[src/verification/program.hex]
// ROM image, one 32-bit instruction word per line, starting at address 0x00.
00000013
00100013
00200013
00000463
00400013
00c0006f
00600013
00700013
00800013
fe000ce3
00a00013
00b00013
00c00013
00d00013
00e00013
00f00013
01000013
01100013
01200013
01300013

[src/rtl/rv32_pkg.sv]
`default_nettype none

package rv32_pkg;

    ////////////////////////////////////////
    // Word types
    ////////////////////////////////////////

    typedef logic [31:0] word_t;    // Instruction or data word.
    typedef logic [31:0] addr_t;    // Byte address or PC value.
    typedef logic [6:0]  opcode_t;  // Major opcode field.
    typedef logic [3:0]  cause_t;   // Exception cause code.

    ////////////////////////////////////////
    // Opcodes and instructions
    ////////////////////////////////////////

    localparam opcode_t OPCODE_JAL    = 7'b1101111;
    localparam opcode_t OPCODE_BRANCH = 7'b1100011;

    // ADDI x0, x0, 0
    localparam word_t INSTR_NOP = 32'h0000_0013;

    ////////////////////////////////////////
    // Exception causes
    ////////////////////////////////////////

    localparam cause_t MCAUSE_INSTR_FAULT = 4'd1;  // Instruction access fault.

    ////////////////////////////////////////
    // Memory map
    ////////////////////////////////////////

    localparam addr_t RESET_VECTOR = 32'h0000_0000;

    localparam int IMEM_WORDS      = 64;                   // ROM size in words.
    localparam int IMEM_INDEX_BITS = $clog2(IMEM_WORDS);   // Word index width.

endpackage

`default_nettype wire

[src/rtl/rv32_branch_predictor.sv]
`default_nettype none

module rv32_branch_predictor
    import rv32_pkg::*;
(
    input  word_t instr,
    output logic  branch_predicted_taken,
    output addr_t branch_offset
);

    opcode_t opcode;
    logic    sign;
    addr_t   imm_j;
    addr_t   imm_b;

    assign opcode = instr[6:0];
    assign sign   = instr[31];

    // J-type immediate, bit 0 is always zero.
    assign imm_j = {{12{sign}}, instr[19:12], instr[20], instr[30:21], 1'b0};

    // B-type immediate.
    assign imm_b = {{20{sign}}, instr[7], instr[30:25], instr[11:8], 1'b0};

    ////////////////////////////////////////
    // Static prediction
    ////////////////////////////////////////

    always_comb begin
        if (opcode == OPCODE_JAL) begin
            branch_predicted_taken = 1'b1;         // Jumps always taken.
            branch_offset          = imm_j;
        end else if (opcode == OPCODE_BRANCH && sign) begin
            branch_predicted_taken = 1'b1;         // Backward branch, loop guess.
            branch_offset          = imm_b;
        end else begin
            branch_predicted_taken = 1'b0;
            branch_offset          = 32'd4;        // Fall through.
        end
    end

endmodule

`default_nettype wire

[src/rtl/rv32_fetch.sv]
`default_nettype none

module rv32_fetch
    import rv32_pkg::*;
(
    input  logic   clk,
    input  logic   reset,
    input  logic   pcgen_stall,
    input  logic   stall,
    input  logic   flush,
    input  logic   trap,
    input  logic   branch_mispredicted,
    input  logic   instr_fault,
    input  logic   branch_predicted_taken,
    input  addr_t  trap_pc,
    input  addr_t  branch_pc,
    input  addr_t  branch_offset,
    input  word_t  instr_read_value,
    output logic   overwrite_pc,
    output logic   valid,
    output logic   exception,
    output cause_t exception_cause,
    output logic   branch_predicted_taken_out,
    output addr_t  pc,
    output word_t  instr,
    output addr_t  instr_address
);

    addr_t fetch_pc = RESET_VECTOR;   // Known value before the first reset edge.
    addr_t next_pc;
    addr_t redirect_pc;
    logic  latch_redirect;

    assign instr_address = fetch_pc;

    ////////////////////////////////////////
    // Program counter
    ////////////////////////////////////////

    // Only the first request during a PC stall is kept.
    assign latch_redirect = pcgen_stall && !overwrite_pc && (trap || branch_mispredicted);

    always_comb begin
        if (overwrite_pc)
            next_pc = redirect_pc;
        else if (trap)
            next_pc = trap_pc;
        else if (branch_mispredicted)
            next_pc = branch_pc;
        else
            next_pc = fetch_pc + branch_offset;
    end

    always_ff @(posedge clk) begin
        if (reset) begin
            fetch_pc     <= RESET_VECTOR;
            overwrite_pc <= 1'b0;
        end else if (pcgen_stall) begin
            if (latch_redirect)
                overwrite_pc <= 1'b1;      // Applied once the stall lifts.
        end else begin
            overwrite_pc <= 1'b0;
            fetch_pc     <= next_pc;
        end
    end

    always_ff @(posedge clk) begin
        if (latch_redirect)
            redirect_pc <= trap ? trap_pc : branch_pc;   // Trap wins.
    end

    ////////////////////////////////////////
    // Fetch output register
    ////////////////////////////////////////

    always_ff @(posedge clk) begin
        if (reset) begin
            valid                      <= 1'b0;
            exception                  <= 1'b0;
            exception_cause            <= '0;
            branch_predicted_taken_out <= 1'b0;
            instr                      <= INSTR_NOP;
            pc                         <= '0;
        end else if (!stall) begin
            if (flush) begin
                valid                      <= 1'b0;
                exception                  <= 1'b0;
                branch_predicted_taken_out <= 1'b0;
                instr                      <= INSTR_NOP;
                pc                         <= '0;
            end else if (instr_fault) begin
                valid                      <= 1'b0;
                exception                  <= 1'b1;
                exception_cause            <= MCAUSE_INSTR_FAULT;
                branch_predicted_taken_out <= 1'b0;
                instr                      <= '0;
                pc                         <= fetch_pc;   // Faulting address.
            end else begin
                valid                      <= 1'b1;
                exception                  <= 1'b0;
                branch_predicted_taken_out <= branch_predicted_taken;
                instr                      <= instr_read_value;
                pc                         <= fetch_pc;
            end
        end
    end

    ////////////////////////////////////////
    // Assertions
    ////////////////////////////////////////

    a_valid_xor_exception: assert property (@(posedge clk) disable iff (reset)
        !(valid && exception));

    a_valid_pc_aligned: assert property (@(posedge clk) disable iff (reset)
        valid |-> (pc[1:0] == 2'b00));

    // A redirect can only become pending out of a PC stall.
    a_overwrite_from_stall: assert property (@(posedge clk) disable iff (reset)
        $rose(overwrite_pc) |-> $past(pcgen_stall));

endmodule

`default_nettype wire

[src/rtl/rv32_frontend.sv]
`default_nettype none

module rv32_frontend
    import rv32_pkg::*;
(
    input  logic   clk,
    input  logic   reset,
    input  logic   pcgen_stall,
    input  logic   stall,
    input  logic   flush,
    input  logic   trap,
    input  addr_t  trap_pc,
    input  logic   branch_mispredicted,
    input  addr_t  branch_pc,
    output logic   overwrite_pc,
    output logic   valid,
    output logic   exception,
    output cause_t exception_cause,
    output logic   branch_predicted_taken,
    output addr_t  pc,
    output word_t  instr
);

    addr_t instr_address;
    word_t instr_read_value;
    logic  instr_fault;
    logic  predicted_taken;   // Prediction for the word being fetched.
    addr_t branch_offset;

    rv32_fetch u_fetch (
        .clk                        (clk),
        .reset                      (reset),
        .pcgen_stall                (pcgen_stall),
        .stall                      (stall),
        .flush                      (flush),
        .trap                       (trap),
        .branch_mispredicted        (branch_mispredicted),
        .instr_fault                (instr_fault),
        .branch_predicted_taken     (predicted_taken),
        .trap_pc                    (trap_pc),
        .branch_pc                  (branch_pc),
        .branch_offset              (branch_offset),
        .instr_read_value           (instr_read_value),
        .overwrite_pc               (overwrite_pc),
        .valid                      (valid),
        .exception                  (exception),
        .exception_cause            (exception_cause),
        .branch_predicted_taken_out (branch_predicted_taken),
        .pc                         (pc),
        .instr                      (instr),
        .instr_address              (instr_address)
    );

    rv32_branch_predictor u_predictor (
        .instr                  (instr_read_value),
        .branch_predicted_taken (predicted_taken),
        .branch_offset          (branch_offset)
    );

    rv32_instr_mem u_imem (
        .clk              (clk),
        .instr_address    (instr_address),
        .instr_read_value (instr_read_value),
        .instr_fault      (instr_fault)
    );

endmodule

`default_nettype wire

[src/rtl/rv32_instr_mem.sv]
`default_nettype none

module rv32_instr_mem
    import rv32_pkg::*;
(
    input  logic  clk,
    input  addr_t instr_address,
    output word_t instr_read_value,
    output logic  instr_fault
);

    word_t rom [IMEM_WORDS];

    logic [IMEM_INDEX_BITS-1:0] word_index;
    logic                       misaligned;
    logic                       out_of_range;

    initial begin
        $readmemh("/design/src/verification/program.hex", rom);
    end

    ////////////////////////////////////////
    // Combinational read
    ////////////////////////////////////////

    assign word_index   = instr_address[IMEM_INDEX_BITS+1:2];
    assign misaligned   = instr_address[1:0] != 2'b00;
    assign out_of_range = (instr_address >> 2) >= addr_t'(IMEM_WORDS);

    assign instr_fault = misaligned || out_of_range;

    // Faulting fetches return zero.
    assign instr_read_value = instr_fault ? '0 : rom[word_index];

    // The PC feeding this port is expected to be defined on every edge.
    a_address_known: assert property (@(posedge clk)
        !$isunknown(instr_address));

endmodule

`default_nettype wire

[config.mk]
export PLATFORM = sky130hd
export DESIGN_NAME = rv32_frontend
export DESIGN_NICKNAME = d
export VERILOG_FILES = /design/src/rtl/rv32_pkg.sv /design/src/rtl/rv32_branch_predictor.sv /design/src/rtl/rv32_fetch.sv /design/src/rtl/rv32_frontend.sv /design/src/rtl/rv32_instr_mem.sv
export SDC_FILE = /design/constraint.sdc
export NUM_CORES = 1
export LEC_CHECK = 0
export BUFFER_PORTS_ARGS = -buffer_cell sky130_fd_sc_hd__clkbuf_2
export CAP_MARGIN = 20
export CORE_MARGIN = 2
export CORE_UTILIZATION = 35
export DETAILED_ROUTE_END_ITERATION = 8
export SLEW_MARGIN = 20
export SYNTH_ARGS = -nofsm -noshare
export SYNTH_HDL_FRONTEND = slang
export SYNTH_HIERARCHICAL = 1
export SYNTH_SLANG_ARGS = --single-unit
[constraint.sdc]
create_clock -name clk -period 4.1 [get_ports clk]
set_input_delay 0.615 -clock clk [delete_from_list [all_inputs] [get_ports clk]]
set_output_delay 0.615 -clock clk [all_outputs]
set_load 0.005 [all_outputs]
==> impl_results.md <==
- Outcome: completed
- Via density: ~5.7
- Endpoint class of the critical path: flip-flop
- Inserted Diodes: 0
- Final Hold Viols: 0
- Synth Instances: a little under 1,000
- Req. time, crit path: between 4 and 5 ns
- # IOs: around 140
- Minimum clock period: roughly 2.9 ns
- Synthesized area: 8410 sq um
- Die Height: 159 um
- Syn_area_per_cell: 8.48 sq um
- CTS Hold Bufs: 0
- Routability cong.: 0.906
- H-tree depth: 4
- Fin area: 9630 sq um
- Synth top area share: 0.241
- Tot GR Track Use: 0.225
- Grt ovf: 0
- Worst Tran Pin Value: between 1 and 1.5 ns
- Most area-hungry cell type in the Yosys netlist: dfxtp_1
- Final period utilization: 0.711
- DIE AREA: around 25,000 sq um
- Crit-path slowest cell: ha_1
- Final nets: 1,180
- Root Buffer: clkbuf_16
- CORE AREA: between 20,000 and 25,000 sq um
- Adder-Cell Fraction of Synth Area: 0.0485
- Fmax: 343 MHz
- Worst skew pair latency: 0.43 ns
- Synth Area in Compound Gates: 0.256
- Port Buffer Count: 139
- #FFs+latches synth: 133
- Crit path buf inv count: 0
- Post_cts resized: 0
- Final HPWL DP: 21,000 um
- Simple-gate share of the synthesized area: 0.181
- Post-CTS Setup Bufs: 0
- Crit Path Class: flip-flop to flip-flop
- Largest net degree at the start of global routing: 93
- Top_reg_cell synth: dfxtp_1
- Worst-path clk slew: 0.07 ns
- Slew HR: 0.280
- Number of DRC markers in iteration 0: 760
- Die W: 159 um
- Slew Viols, Final: 0
- Slowest Stage Delay on Critical Path: 0.38 ns
- RSZ-0062 raised after global routing: false
- CP Launch Type: flip-flop
- Register Area: approximately 3000 sq um
- Area added between synthesis and finish: 14.5%
- Vias: 7,990
- Worst-path cell chain: ha_1 > and3_1 > a221o_1 > a21oi_1 > o211ai_2 > o211a_1 > or3_1 > a21oi_1 > o22ai_1
- Multi-input gate area: 4780 sq um
- Synth area leaders: dfxtp_1, edfxtp_1, a21oi_1, nor2_1, ha_1
- Routed WL per cell: 20.4 um
- Post-synthesis mux area share: 0.0433
- Initial antenna violation count: 0
- Top delay family on crit path: compound AO/OA/AOI/OAI gates
- Fraction of registers with async set/reset: 0
- Count of different cell masters after synthesis: 72
- Global-route wire length before repair: about 44,000 um
- Drt drc: 0
- Layout cells sized above 1: 0.210
- Num CTS Buffers: 17
- Max VDD drop: 0.207 mV
- Syn. warnings: 6
- Final setup TNS: 0 ns
- Largest family of logic cells by synthesized area: compound AO/OA/AOI/OAI gates
- Hold/Removal Path Class: input pin to flip-flop
- PwrDens: between 300 and 400 nW/um^2
- Fillcell total: 2,444
- Clk sinks: 133
- XOR/XNOR share of the synthesized area: 0.0229
- Vias in the first global route: about 7,400
- Starting Density: 0.357
- Post-Route WL: 28,700 um
- Setup Skew: 0.0129 ns
- Most used cell, CP: a21oi_1
- Maximum clock insertion buffer count: 2
- CTS tree: yes
- 1st-pass router iterations: 5
- # rows: 56
- Post-synth EDFFs: 32
- Crit path max fanout: 8
- Post-synthesis sequential area ratio: 0.355
- P_leak: between 3 and 4 nW
- Worst endpoint data arrival time: 3.22 ns
- Placed instance area: between 9000 and 10,000 sq um
- Post-layout util: 0.409
- Final setup fails: 0
- Max-cap violations: 0
- Antenna Violating Nets Remaining: 0
state kept, by name, indices dropped and copies added (netlist names):
| register | cells |
|---|---|
| u_fetch/exception_cause | 1 |
| u_fetch/instr_address | 32 |
| u_fetch/valid | 1 |
| u_fetch/redirect_pc | 32 |
| u_fetch/overwrite_pc | 1 |
| u_fetch/pc | 32 |
| u_fetch/exception | 1 |
| u_fetch/instr | 32 |
| u_fetch/branch_predicted_taken_out | 1 |
synth_stat cells (4+ instances only):
| cell | instances |
|---|---|
| edfxtp_1 | 32 |
| xnor2_1 | 14 |
| mux2i_1 | 6 |
| o22ai_1 | 15 |
| a21oi_1 | 90 |
| nor2b_1 | 4 |
| nand4bb_1 | 4 |
| xor2_1 | 8 |
| o21bai_1 | 5 |
| a211oi_2 | 10 |
| nor4_1 | 9 |
| a211oi_1 | 22 |
| o211ai_1 | 15 |
| a31oi_1 | 5 |
| a221oi_1 | 13 |
| ha_1 | 31 |
| nand3_1 | 28 |
| or3_1 | 4 |
| a21o_1 | 7 |
| inv_1 | 25 |
| nor4b_1 | 4 |
| dfxtp_1 | 101 |
| o21a_1 | 12 |
| nand2_1 | 54 |
| nor3b_1 | 29 |
| nor3_1 | 22 |
| mux2_2 | 27 |
| and3_1 | 4 |
| nand4_1 | 4 |
| o221ai_1 | 5 |
| o21ai_0 | 56 |
| or4_1 | 4 |
| buf_6 | 4 |
| a22oi_1 | 36 |
| clkbuf_1 | 53 |
| nor2_1 | 120 |
| buf_4 | 51 |
| buf_1 | 5 |
path summary, 6_finish.rpt:
path,from,endpoint,slack (ns),cells after the start
min,trap_pc[0],u_fetch/redirect_pc[0],0.48,3
max reg2reg,u_fetch/instr_address[4],u_fetch/instr_address[28],1.19,9
max,u_fetch/instr_address[4],u_fetch/instr_address[28],1.19,9
min reg2reg,u_fetch/pc[22],u_fetch/pc[22],0.49,2
cell usage in the layout (no fill, tap or decap), types with 8 or more instances in the layout:
cell type / instances
a211oi_1: 22
a211oi_2: 10
a21oi_1: 90
a221oi_1: 13
a22oi_1: 36
buf_4: 13
clkbuf_16: 17
clkbuf_2: 137
conb_1: 36
dfxtp_1: 101
edfxtp_1: 32
ha_1: 31
inv_1: 25
mux2_2: 27
nand2_1: 54
nand3_1: 28
nor2_1: 120
nor3_1: 20
nor3b_1: 29
nor4_1: 9
o211ai_1: 15
o21a_1: 12
o21ai_0: 56
o22ai_1: 15
xnor2_1: 14
xor2_1: 8
area by class of cell:
class,count,share of cell area
Sequential cell,133,0.310
Tap cell,319,0.0415
Clock inverter,14,0.0157
Inverter,25,0.00975
Multi-Input combinational cell,749,0.497
Timing Repair Buffer,151,0.0819
Clock buffer,18,0.0446
where the power goes:
| group | switching, mW | internal, mW |
|---|---|---|
| clock | 0.640 | 0.903 |
| sequential | 0.0595 | 1.41 |
| combinational | 0.320 | 0.183 |
per-layer routing:
metal / part of all wire / track usage
met1: 0.46 / 0.313
met2: 0.44 / 0.343
met3: 0.079 / 0.0537
met4: 0.020 / 0.0740
met5: 0 / 0
stage by stage:
stage	hold WS [ns]	power, mW	setup WS [ns]	std cells
final	0.482	3.51	1.19	1409
after global routing	0.488	3.65	1.01	1409
after global placement	0.468	1.98	1.19	1377
after detailed placement	0.473	1.98	1.19	1377
after floorplan	0.460	1.82	0.155	1024
after CTS	0.471	3.52	1.24	1409
kinds of logic after synthesis:
logic type               Yosys count
AO/OA/AOI/OAI                    321
XOR/XNOR                          22
adder cells (fa/ha/maj)           32
buffers and inverters            142
flip-flops                       133
multiplexers                      33
other                              3
AND/OR/NAND/NOR                  305
worst register-to-register path: cells and delay by family, from the launching register on:
kind / cells / cell delay (ns)
flops: 1 / 0.35
compound gates: 6 / 1.51
simple gates: 2 / 0.55
fa+ha+maj: 1 / 0.39
(Power assumes the default switching activity.)
